[src/logic/demux_pkg.sv]
package demux_pkg;

  // Field widths of the AXI channels
  parameter int unsigned IdWidth   = 4;
  parameter int unsigned AddrWidth = 16;
  parameter int unsigned DataWidth = 32;
  parameter int unsigned LenWidth  = 8;
  parameter int unsigned RespWidth = 2;

  typedef logic [IdWidth-1:0]   id_t;
  typedef logic [AddrWidth-1:0] addr_t;
  typedef logic [DataWidth-1:0] data_t;
  typedef logic [RespWidth-1:0] resp_t;
  typedef logic [LenWidth-1:0]  len_t;

  // AW and AR word, packed as {id, addr, len}
  typedef logic [IdWidth+AddrWidth+LenWidth-1:0] ax_chan_t;

  // W word, packed as {data, last}
  typedef logic [DataWidth:0] w_chan_t;

  typedef logic [IdWidth+RespWidth-1:0] b_chan_t;  // {id, resp}

  // R word, packed as {id, data, resp, last}, so last sits in bit 0 like W
  typedef logic [IdWidth+DataWidth+RespWidth:0] r_chan_t;

endpackage

[src/logic/demux_chan_if.sv]
`timescale 1ns/1ns

interface demux_chan_if #(
  parameter int unsigned NumMstPorts = 2
);

  localparam int unsigned SelWidth = (NumMstPorts > 1) ? $clog2(NumMstPorts) : 1;

  logic                valid;
  logic                ready;
  demux_pkg::ax_chan_t payload;
  logic [SelWidth-1:0] select;   // Target master port

  modport src (output valid, output payload, output select, input ready);
  modport dst (input valid, input payload, input select, output ready);

endinterface

[src/logic/spill_register.sv]
`timescale 1ns/1ns

module spill_register #(
  parameter bit Bypass = 1'b0
) (
  input logic       clk_i,
  input logic       arst_n_i,
  demux_chan_if.dst in_i,
  demux_chan_if.src out_o
);

  localparam int unsigned SelWidth = $bits(in_i.select);

  if (Bypass) begin : gen_bypass
    assign out_o.valid   = in_i.valid;
    assign out_o.payload = in_i.payload;
    assign out_o.select  = in_i.select;
    assign in_i.ready    = out_o.ready;
  end else begin : gen_spill
    logic                a_full_q, b_full_q;
    logic                a_fill, a_drain, b_fill, b_drain;
    demux_pkg::ax_chan_t a_pld_q, b_pld_q;
    logic [SelWidth-1:0] a_sel_q, b_sel_q;

    // A takes input beats, B catches A's beat when the output stalls
    assign a_fill  = in_i.valid && in_i.ready;
    assign a_drain = a_full_q && !b_full_q;
    assign b_fill  = a_drain && !out_o.ready;
    assign b_drain = b_full_q && out_o.ready;

    always_ff @(posedge clk_i or negedge arst_n_i) begin
      if (!arst_n_i) begin
        a_full_q <= 1'b0;
        b_full_q <= 1'b0;
      end else begin
        if (a_fill || a_drain) begin
          a_full_q <= a_fill;
        end
        if (b_fill || b_drain) begin
          b_full_q <= b_fill;
        end
      end
    end

    always_ff @(posedge clk_i) begin
      if (a_fill) begin
        a_pld_q <= in_i.payload;
        a_sel_q <= in_i.select;
      end
      if (b_fill) begin
        b_pld_q <= a_pld_q;
        b_sel_q <= a_sel_q;
      end
    end

    assign in_i.ready    = !a_full_q || !b_full_q;  // Registered
    assign out_o.valid   = a_full_q || b_full_q;
    assign out_o.payload = b_full_q ? b_pld_q : a_pld_q;  // B is older
    assign out_o.select  = b_full_q ? b_sel_q : a_sel_q;

    // Stalled output keeps its beat until the control side takes it
    assert property (@(posedge clk_i) disable iff (!arst_n_i)
      out_o.valid && !out_o.ready |=>
        out_o.valid && $stable(out_o.payload) && $stable(out_o.select))
      else $error("spill register output changed while stalled");
  end

endmodule

[src/logic/w_route_fifo.sv]
`timescale 1ns/1ns

module w_route_fifo #(
  parameter int unsigned  NumMstPorts = 2,
  parameter int unsigned  Depth       = 4,
  localparam int unsigned SelWidth    = (NumMstPorts > 1) ? $clog2(NumMstPorts) : 1
) (
  input  logic                   clk_i,
  input  logic                   arst_n_i,
  input  logic                   push_i,
  input  logic [SelWidth-1:0]    push_sel_i,
  output logic                   full_o,
  input  logic                   slv_w_valid_i,
  input  demux_pkg::w_chan_t     slv_w_i,
  output logic                   slv_w_ready_o,
  output logic [NumMstPorts-1:0] mst_w_valid_o,
  output demux_pkg::w_chan_t     mst_w_o,
  input  logic [NumMstPorts-1:0] mst_w_ready_i
);

  localparam int unsigned PtrWidth = (Depth > 1) ? $clog2(Depth) : 1;

  typedef logic [SelWidth-1:0]        sel_t;
  typedef logic [PtrWidth-1:0]        ptr_t;
  typedef logic [$clog2(Depth+1)-1:0] cnt_t;

  sel_t mem_q [Depth];
  ptr_t wr_ptr_q, rd_ptr_q;
  cnt_t cnt_q;
  sel_t head;
  logic empty, pop;

  function automatic ptr_t next_ptr(ptr_t ptr);
    return (ptr == ptr_t'(Depth - 1)) ? '0 : ptr + 1'b1;
  endfunction

  assign empty  = (cnt_q == '0);
  assign full_o = (cnt_q == cnt_t'(Depth));
  assign head   = mem_q[rd_ptr_q];

  // W has no select of its own, it follows the oldest open AW
  assign slv_w_ready_o = !empty && mst_w_ready_i[head];
  assign mst_w_o       = slv_w_i;
  assign pop           = slv_w_valid_i && slv_w_ready_o && slv_w_i[0];  // Last beat

  always_comb begin
    for (int unsigned p = 0; p < NumMstPorts; p++) begin
      mst_w_valid_o[p] = !empty && slv_w_valid_i && (head == sel_t'(p));
    end
  end

  always_ff @(posedge clk_i or negedge arst_n_i) begin
    if (!arst_n_i) begin
      wr_ptr_q <= '0;
      rd_ptr_q <= '0;
      cnt_q    <= '0;
    end else begin
      if (push_i) begin
        wr_ptr_q <= next_ptr(wr_ptr_q);
      end
      if (pop) begin
        rd_ptr_q <= next_ptr(rd_ptr_q);
      end
      cnt_q <= cnt_q + cnt_t'(push_i) - cnt_t'(pop);
    end
  end

  always_ff @(posedge clk_i) begin
    if (push_i) begin
      mem_q[wr_ptr_q] <= push_sel_i;
    end
  end

  // Control must hold back AWs while the route FIFO is full
  assert property (@(posedge clk_i) disable iff (!arst_n_i) push_i |-> !full_o)
    else $error("push into full W route FIFO");

endmodule

[src/logic/resp_arbiter.sv]
`timescale 1ns/1ns

module resp_arbiter #(
  parameter int unsigned  NumMstPorts = 2,
  parameter type          beat_t      = logic,
  localparam int unsigned SelWidth    = (NumMstPorts > 1) ? $clog2(NumMstPorts) : 1
) (
  input  logic                    clk_i,
  input  logic                    arst_n_i,
  input  logic  [NumMstPorts-1:0] mst_valid_i,
  input  beat_t [NumMstPorts-1:0] mst_data_i,
  input  logic  [NumMstPorts-1:0] mst_last_i,
  output logic  [NumMstPorts-1:0] mst_ready_o,
  output logic                    slv_valid_o,
  output beat_t                   slv_data_o,
  input  logic                    slv_ready_i
);

  typedef logic [SelWidth-1:0] sel_t;

  sel_t last_q;   // Port granted most recently
  logic lock_q;   // Grant held for a stalled beat or an open burst
  sel_t pick;
  sel_t sel;

  // Round-robin search, walked backwards so the nearest port after last_q wins
  always_comb begin : proc_pick
    int unsigned idx;
    pick = last_q;
    for (int unsigned i = NumMstPorts; i > 0; i--) begin
      idx = (int'(last_q) + i) % NumMstPorts;
      if (mst_valid_i[idx]) begin
        pick = sel_t'(idx);
      end
    end
  end

  assign sel         = lock_q ? last_q : pick;
  assign slv_valid_o = mst_valid_i[sel];
  assign slv_data_o  = mst_data_i[sel];

  always_comb begin
    for (int unsigned p = 0; p < NumMstPorts; p++) begin
      mst_ready_o[p] = slv_ready_i && (sel == sel_t'(p));
    end
  end

  always_ff @(posedge clk_i or negedge arst_n_i) begin
    if (!arst_n_i) begin
      last_q <= sel_t'(NumMstPorts - 1);  // First search starts at port 0
      lock_q <= 1'b0;
    end else if (slv_valid_o) begin
      last_q <= sel;
      lock_q <= !(slv_ready_i && mst_last_i[sel]);
    end
  end

endmodule

[src/logic/demux_ctrl.sv]
`timescale 1ns/1ns

module demux_ctrl #(
  parameter int unsigned  NumMstPorts = 2,
  parameter int unsigned  MaxTrans    = 4,
  localparam int unsigned SelWidth    = (NumMstPorts > 1) ? $clog2(NumMstPorts) : 1
) (
  input  logic                   clk_i,
  input  logic                   arst_n_i,
  demux_chan_if.dst              aw_i,
  demux_chan_if.dst              ar_i,
  output logic [NumMstPorts-1:0] mst_aw_valid_o,
  output demux_pkg::ax_chan_t    mst_aw_o,
  input  logic [NumMstPorts-1:0] mst_aw_ready_i,
  output logic [NumMstPorts-1:0] mst_ar_valid_o,
  output demux_pkg::ax_chan_t    mst_ar_o,
  input  logic [NumMstPorts-1:0] mst_ar_ready_i,
  output logic                   w_push_o,
  output logic [SelWidth-1:0]    w_push_sel_o,
  input  logic                   w_full_i,
  input  logic                   b_done_i,
  input  logic                   r_done_i
);

  typedef logic [SelWidth-1:0]           sel_t;
  typedef logic [$clog2(MaxTrans+1)-1:0] cnt_t;
  typedef enum logic {IDLE, BUSY} state_e;

  // Index 0 is the write direction, index 1 the read direction
  logic [1:0]             req_valid, req_ready, room, fwd, acc, done;
  sel_t                   req_sel [2];
  logic [NumMstPorts-1:0] mst_valid [2];
  logic [NumMstPorts-1:0] mst_ready [2];

  assign req_valid    = {ar_i.valid, aw_i.valid};
  assign req_sel[0]   = aw_i.select;
  assign req_sel[1]   = ar_i.select;
  assign mst_ready[0] = mst_aw_ready_i;
  assign mst_ready[1] = mst_ar_ready_i;
  assign room         = {1'b1, !w_full_i};  // An AW also needs a W route slot
  assign done         = {r_done_i, b_done_i};

  for (genvar d = 0; d < 2; d++) begin : gen_dir
    state_e state_q;
    sel_t   port_q;   // Port of the requests still in flight
    cnt_t   cnt_q;
    cnt_t   cnt_d;

    // Same port keeps order of responses, a new port waits for the old to drain
    assign fwd[d] = req_valid[d] && room[d] &&
                    ((state_q == IDLE) ||
                     ((req_sel[d] == port_q) && (cnt_q < cnt_t'(MaxTrans))));
    assign req_ready[d] = fwd[d] && mst_ready[d][req_sel[d]];
    assign acc[d]       = req_valid[d] && req_ready[d];
    assign cnt_d        = cnt_q + cnt_t'(acc[d]) - cnt_t'(done[d]);

    always_comb begin
      for (int unsigned p = 0; p < NumMstPorts; p++) begin
        mst_valid[d][p] = fwd[d] && (req_sel[d] == sel_t'(p));
      end
    end

    always_ff @(posedge clk_i or negedge arst_n_i) begin
      if (!arst_n_i) begin
        state_q <= IDLE;
        port_q  <= '0;
        cnt_q   <= '0;
      end else begin
        cnt_q   <= cnt_d;
        state_q <= (cnt_d == '0) ? IDLE : BUSY;
        if (acc[d]) begin
          port_q <= req_sel[d];
        end
      end
    end

    // A completion must belong to a request that went out earlier
    assert property (@(posedge clk_i) disable iff (!arst_n_i) done[d] |-> cnt_q != '0)
      else $error("outstanding counter underflow in direction %0d", d);
  end

  assign aw_i.ready     = req_ready[0];
  assign ar_i.ready     = req_ready[1];
  assign mst_aw_valid_o = mst_valid[0];
  assign mst_ar_valid_o = mst_valid[1];
  assign mst_aw_o       = aw_i.payload;  // Payload goes to all ports, valid picks one
  assign mst_ar_o       = ar_i.payload;

  assign w_push_o     = acc[0];
  assign w_push_sel_o = aw_i.select;

endmodule

[src/logic/axi_demux_top.sv]
`timescale 1ns/1ns

module axi_demux_top #(
  parameter int unsigned  NumMstPorts = 3,
  parameter int unsigned  MaxTrans    = 4,
  parameter bit           SpillAw     = 1'b1,
  parameter bit           SpillAr     = 1'b1,
  localparam int unsigned SelWidth    = (NumMstPorts > 1) ? $clog2(NumMstPorts) : 1
) (
  input  logic                                     clk_i,
  input  logic                                     arst_n_i,
  // Slave port
  input  logic                                     slv_aw_valid_i,
  output logic                                     slv_aw_ready_o,
  input  demux_pkg::ax_chan_t                      slv_aw_i,
  input  logic [SelWidth-1:0]                      slv_aw_select_i,
  input  logic                                     slv_w_valid_i,
  output logic                                     slv_w_ready_o,
  input  demux_pkg::w_chan_t                       slv_w_i,
  output logic                                     slv_b_valid_o,
  input  logic                                     slv_b_ready_i,
  output demux_pkg::b_chan_t                       slv_b_o,
  input  logic                                     slv_ar_valid_i,
  output logic                                     slv_ar_ready_o,
  input  demux_pkg::ax_chan_t                      slv_ar_i,
  input  logic [SelWidth-1:0]                      slv_ar_select_i,
  output logic                                     slv_r_valid_o,
  input  logic                                     slv_r_ready_i,
  output demux_pkg::r_chan_t                       slv_r_o,
  // Master ports
  output logic                [NumMstPorts-1:0]    mst_aw_valid_o,
  input  logic                [NumMstPorts-1:0]    mst_aw_ready_i,
  output demux_pkg::ax_chan_t [NumMstPorts-1:0]    mst_aw_o,
  output logic                [NumMstPorts-1:0]    mst_w_valid_o,
  input  logic                [NumMstPorts-1:0]    mst_w_ready_i,
  output demux_pkg::w_chan_t  [NumMstPorts-1:0]    mst_w_o,
  input  logic                [NumMstPorts-1:0]    mst_b_valid_i,
  output logic                [NumMstPorts-1:0]    mst_b_ready_o,
  input  demux_pkg::b_chan_t  [NumMstPorts-1:0]    mst_b_i,
  output logic                [NumMstPorts-1:0]    mst_ar_valid_o,
  input  logic                [NumMstPorts-1:0]    mst_ar_ready_i,
  output demux_pkg::ax_chan_t [NumMstPorts-1:0]    mst_ar_o,
  input  logic                [NumMstPorts-1:0]    mst_r_valid_i,
  output logic                [NumMstPorts-1:0]    mst_r_ready_o,
  input  demux_pkg::r_chan_t  [NumMstPorts-1:0]    mst_r_i
);

  demux_chan_if #(.NumMstPorts(NumMstPorts)) aw_in ();
  demux_chan_if #(.NumMstPorts(NumMstPorts)) aw_cut ();
  demux_chan_if #(.NumMstPorts(NumMstPorts)) ar_in ();
  demux_chan_if #(.NumMstPorts(NumMstPorts)) ar_cut ();

  demux_pkg::ax_chan_t    mst_aw, mst_ar;
  demux_pkg::w_chan_t     mst_w;
  logic                   w_push, w_full;
  logic [SelWidth-1:0]    w_push_sel;
  logic [NumMstPorts-1:0] r_last;

  assign aw_in.valid    = slv_aw_valid_i;
  assign aw_in.payload  = slv_aw_i;
  assign aw_in.select   = slv_aw_select_i;
  assign slv_aw_ready_o = aw_in.ready;
  assign ar_in.valid    = slv_ar_valid_i;
  assign ar_in.payload  = slv_ar_i;
  assign ar_in.select   = slv_ar_select_i;
  assign slv_ar_ready_o = ar_in.ready;

  // Request payloads are shared, the per-port valids do the steering
  assign mst_aw_o = {NumMstPorts{mst_aw}};
  assign mst_ar_o = {NumMstPorts{mst_ar}};
  assign mst_w_o  = {NumMstPorts{mst_w}};

  for (genvar p = 0; p < NumMstPorts; p++) begin : gen_r_last
    assign r_last[p] = mst_r_i[p][0];
  end

  spill_register #(.Bypass(!SpillAw)) i_aw_spill (
    .clk_i, .arst_n_i, .in_i (aw_in), .out_o (aw_cut)
  );

  spill_register #(.Bypass(!SpillAr)) i_ar_spill (
    .clk_i, .arst_n_i, .in_i (ar_in), .out_o (ar_cut)
  );

  demux_ctrl #(.NumMstPorts(NumMstPorts), .MaxTrans(MaxTrans)) i_demux_ctrl (
    .clk_i, .arst_n_i,
    .aw_i           (aw_cut),
    .ar_i           (ar_cut),
    .mst_aw_valid_o (mst_aw_valid_o),
    .mst_aw_o       (mst_aw),
    .mst_aw_ready_i (mst_aw_ready_i),
    .mst_ar_valid_o (mst_ar_valid_o),
    .mst_ar_o       (mst_ar),
    .mst_ar_ready_i (mst_ar_ready_i),
    .w_push_o       (w_push),
    .w_push_sel_o   (w_push_sel),
    .w_full_i       (w_full),
    .b_done_i       (slv_b_valid_o && slv_b_ready_i),
    .r_done_i       (slv_r_valid_o && slv_r_ready_i && slv_r_o[0])
  );

  w_route_fifo #(.NumMstPorts(NumMstPorts), .Depth(MaxTrans)) i_w_route (
    .clk_i, .arst_n_i,
    .push_i        (w_push),
    .push_sel_i    (w_push_sel),
    .full_o        (w_full),
    .slv_w_valid_i (slv_w_valid_i),
    .slv_w_i       (slv_w_i),
    .slv_w_ready_o (slv_w_ready_o),
    .mst_w_valid_o (mst_w_valid_o),
    .mst_w_o       (mst_w),
    .mst_w_ready_i (mst_w_ready_i)
  );

  // Every B beat closes its transaction
  resp_arbiter #(.NumMstPorts(NumMstPorts), .beat_t(demux_pkg::b_chan_t)) i_b_arb (
    .clk_i, .arst_n_i,
    .mst_valid_i (mst_b_valid_i),
    .mst_data_i  (mst_b_i),
    .mst_last_i  ({NumMstPorts{1'b1}}),
    .mst_ready_o (mst_b_ready_o),
    .slv_valid_o (slv_b_valid_o),
    .slv_data_o  (slv_b_o),
    .slv_ready_i (slv_b_ready_i)
  );

  resp_arbiter #(.NumMstPorts(NumMstPorts), .beat_t(demux_pkg::r_chan_t)) i_r_arb (
    .clk_i, .arst_n_i,
    .mst_valid_i (mst_r_valid_i),
    .mst_data_i  (mst_r_i),
    .mst_last_i  (r_last),
    .mst_ready_o (mst_r_ready_o),
    .slv_valid_o (slv_r_valid_o),
    .slv_data_o  (slv_r_o),
    .slv_ready_i (slv_r_ready_i)
  );

endmodule

[config.mk]
export PLATFORM = sky130hd
export DESIGN_NAME = axi_demux_top
export DESIGN_NICKNAME = d
export VERILOG_FILES = /design/src/logic/demux_pkg.sv /design/src/logic/demux_chan_if.sv /design/src/logic/spill_register.sv /design/src/logic/w_route_fifo.sv /design/src/logic/resp_arbiter.sv /design/src/logic/demux_ctrl.sv /design/src/logic/axi_demux_top.sv
export SDC_FILE = /design/constraint.sdc
export NUM_CORES = 1
export LEC_CHECK = 0
export CORE_AREA = 2 2 227 229
export DETAILED_ROUTE_END_ITERATION = 10
export DIE_AREA = 0 0 229 231
export DONT_BUFFER_PORTS = 1
export PLACE_DENSITY_LB_ADDON = 0.3
export SETUP_SLACK_MARGIN = 0.4
export SLEW_MARGIN = 20
export SYNTH_ARGS = -nofsm -noshare
export SYNTH_HDL_FRONTEND = slang
export SYNTH_SLANG_ARGS = --single-unit
export TNS_END_PERCENT = 30
[constraint.sdc]
create_clock -name clk_i -period 5.64 [get_ports clk_i]
set_input_delay 0.564 -clock clk_i [delete_from_list [all_inputs] [get_ports clk_i]]
set_output_delay 0.564 -clock clk_i [all_outputs]
set_load 0.02 [all_outputs]
==> results by group <==
Drt
  • Number of routed nets with antenna violations: 0
  • WL/cell: about 18 um
  • Iter 0 DRT Violations: just over 300
  • Met2 WL post-DR: 10800 um
  • DR WL met3: 1880 um
  • Max layer used: met5
  • Metal-1 WL: 9410 um
  • Via count: ~5.0k
  • DR pass1 iterations: 5
  • Drc violations: 0
  • Vias/cell: ~3.9
  • Routed wire length: about 23000 um

Critical path
  • CP endpoint kind: primary output
  • WP buf/inv: 2
  • Arrival @ worst endpoint: slightly below 4 ns
  • CP peak stage delay: roughly 0.88 ns
  • Worst path slowest cell: o21ai_0
  • Startpoint types: flip-flop
  • Worst path depth: 9
  • Critical path's top delay family: compound AO/OA/AOI/OAI gates
  • CP cell instances: inv_1 -> ha_1 -> and3b_4 -> o21a_1 -> o31a_1 -> a41o_2 -> buf_4 -> mux2i_1 -> o21ai_0
  • WP data required: between 5 and 6 ns
  • CP Class: reg2out
  • Reg2Reg Depth: 18
  • Crit-path max FO: just over 40

STA
  • Achievable Freq: 0.227 GHz
  • Max-slew violations: 0
  • Setup tns final: 0 ns
  • Slew HR: ~25%
  • Max Clock Skew: approximately 0.029 ns
  • Tmin final: around 4.4 ns
  • RSZ-0062 raised after global routing: no
  • Period utilization: about four fifths
  • Final hold viol count: 0
  • Least-Margin Pin Slew: between 1 and 1.5 ns
  • Final Setup Violations: 0
  • Hold_ws: ~0.19 ns

Yosys
  • Syn Inst Count: approximately 800
  • Register bit total from synthesis: roughly 160
  • Async SR Flop Fraction: between 10% and 20%
  • Synth Net Count: between 1k and 1.5k
  • Most used DFF post-synth: edfxtp_1
  • Yosys warning count: 0
  • Post-synth EDFFs: between 100 and 150
  • Syn_area_per_cell: roughly 12 um2
  • Syn Std Cell Area: 9370 um2
  • Synth cell types: between 50 and 60
  • Sequential area share after synthesis: about 49%

Cells and area
  • Filler cells: 5563
  • Antenna Diode Count: 0
  • Share of cells above drive strength 1: just over 20%
  • Non-filler cells, final: between 1k and 1.5k
  • Final nets: 874
  • Syn-to-layout area delta: -0.521%

Run status
  • Status: finished clean

Global route
  • Global-route wire length before repair: approximately 32000 um
  • Vias in the first global route: 4799
  • Antenna violations before repair: 2
  • GRT Util Overall: 8.39%
  • Grt ovf: 0
  • Largest net degree at the start of global routing: between 40 and 50

Die
  • Die height: about 230 um
  • Core Footprint: between 50000 and 60000 um2
  • Num rows: 83
  • Ports: 582
  • Initial Utilization: 18.5%
  • Die ar.: roughly 53000 um2
  • Die X: 229 um

Power
  • Internal: between 3 and 4 mW
  • Sw Share: 48.0%
  • P_sw: 3.12 mW
  • Leak pwr: approximately 3.3 nW
  • Design Power: 6.51 mW
  • PD cells: 698 nW/um2
  • Combinational fraction of design power: approximately 52%
  • Register share of total power: between 20% and 30%
  • VDD IR max: between 0.3 and 0.4 mV
  • Clock share of power: 20.8%

Clock network
  • Num CTS Buffers: 17
  • Hold Buf Count CTS: 2
  • Worst-skew pair later-pin latency: approximately 0.47 ns
  • Clk slew on worst S/H paths: about 0.07 ns
  • Post-CTS sizing: 0
  • Root Driver: clkbuf_16
  • H-tree lvl count: 4
  • Setup Fix Bufs, Post-CTS: 0
  • CTS Buffer Depth: 2
  • CTS Sinks: ~160
  • CTS tree: built

Placed design
  • GP Congestion: 0.788
  • Placed insts: 1263
  • PortBufs: 0
  • DPL Wire Length: 17600 um

Worst hold path
  • HP Class: in2reg
  • Hold Path Depth: 0

Flow run
  • MaxCap Viol Count: 0
==> worst register-to-register path: stages, from the launching register on <==
cell,delay [ns]
dfrtp_1,0.42
inv_1,0.10
ha_1,0.51
nand4bb_1,0.19
o31a_1,0.21
nand2_1,0.11
o32ai_4,0.42
buf_4,0.40
nor4_1,0.11
a31oi_1,0.19
a21oi_1,0.07
ha_1,0.27
inv_1,0.05
ha_1,0.13
inv_1,0.05
fa_1,0.37
xnor2_1,0.14
xnor2_1,0.14
or3_1,0.30
==> cells in the mapped netlist (all sizes together) (3+ instances only) <==
cell / count / area [um2]
buf: 224 / 1660
edfxtp: 128 / 3840
nand2: 69 / 259
mux2: 66 / 747
o21ai: 60 / 304
mux2i: 55 / 554
inv: 28 / 105
dfrtp: 27 / 676
ha: 17 / 213
clkbuf: 16 / 60.1
nor2: 15 / 56.3
and2: 9 / 56.3
nor3: 9 / 45.0
a21oi: 8 / 40.0
xnor2: 8 / 70.1
nand2b: 5 / 38.8
nand3: 5 / 25.0
nor2b: 5 / 31.3
nand3b: 4 / 30.0
o31ai: 4 / 30.0
a31oi: 3 / 25.0
and3b: 3 / 30.0
fa: 3 / 60.1
nor3b: 3 / 22.5
o211ai: 3 / 22.5
or3: 3 / 18.8
==> metrics by stage <==
stage               util (%)  setup WS [ns]  cell area, um2
floorplan                  -           1.30            9370
global placement        17.0           1.49            8610
detailed placement      17.0           1.37            8610
CTS                     18.4           1.20            9320
global route            18.4          0.988            9320
finish                  18.4           1.23            9320
==> worst paths after layout <==
| path | start | to | slack, ns |
|---|---|---|---|
| min in group asynchronous | arst_n_i | i_w_route.cnt_q[1] | 0.60 |
| min reg2reg | i_aw_spill.gen_spill.a_pld_q[2] | i_aw_spill.gen_spill.b_pld_q[2] | 0.44 |
| max | i_r_arb.last_q[0] | slv_r_o[17] | 1.23 |
| max reg2reg | i_r_arb.last_q[0] | i_demux_ctrl.gen_dir[1].state_q | 1.33 |
| min | slv_aw_i[16] | i_aw_spill.gen_spill.a_pld_q[16] | 0.19 |
| max in group asynchronous | arst_n_i | i_b_arb.last_q[1] | 4.75 |
==> power by group through the flow <==
stage          logic [mW]  clock network [mW]  registers [mW]
2_1_floorplan        3.38                   0            1.76
3_3_place_gp         3.34                   0            1.82
3_5_place_dp         3.37                   0            1.82
4_1_cts              3.38                1.43            1.80
5_1_grt              3.59                1.44            1.84
6_report             3.36                1.35            1.79
==> cell families after synthesis <==
kind of cell | count (synthesis) | synth area share, %
flops | 157 | 48.8
mux | 123 | 14.4
simple gates | 137 | 7.09
xor+xnor | 10 | 0.935
compound gates | 95 | 6.40
buf+inv | 268 | 19.5
fa+ha+maj | 20 | 2.91
==> per-layer routing <==
| metal | up-vias | track usage (%) |
|---|---|---|
| met5 | - | 0 |
| met4 | 2 | 6.27 |
| met3 | 94 | 3.08 |
| met2 | 283 | 12.3 |
| met1 | 2428 | 10.0 |
| li1 | 2204 | - |
==> sequential cells by signal (all words and copies together) (netlist names), 3 cells and up <==
register                      cells
i_aw_spill.gen_spill.b_pld_q     28
i_aw_spill.gen_spill.a_pld_q     28
i_demux_ctrl.gen_dir.port_q       4
i_ar_spill.gen_spill.a_pld_q     28
i_w_route.cnt_q                   3
i_ar_spill.gen_spill.b_pld_q     28
i_demux_ctrl.gen_dir.cnt_q        6
i_w_route.mem_q                   8
==> layout by cell type, fill, tap and decap left out, types with 3 or more instances in the layout <==
cell type  count
clkbuf_16     17
dfrtp_1       27
nor2_1        15
mux2i_1       54
nand3_1        5
bufinv_16      6
o211ai_1       3
xnor2_1        8
inv_1         28
edfxtp_1     128
o31ai_1        4
or3_1          3
nand2_1       69
ha_1          17
nor2b_1        5
nand3b_1       4
buf_4         13
clkbuf_1       3
o21ai_0       58
and2_1         9
a21oi_1        8
mux2_2        65
fa_1           3
nand2b_1       4
nor3_1         9
==> layout make-up <==
type | count | area [um2] | share of cell area, %
well taps | 680 | 851 | 9.13
multi-input cells | 385 | 2990 | 32.0
clock inverters | 11 | 229 | 2.46
repair buffers | 15 | 128 | 1.37
flip-flops and latches | 157 | 4570 | 49.0
clock buffers | 21 | 450 | 4.83
inverters | 28 | 105 | 1.13
Note: power is estimated with default switching activity, not from simulation.
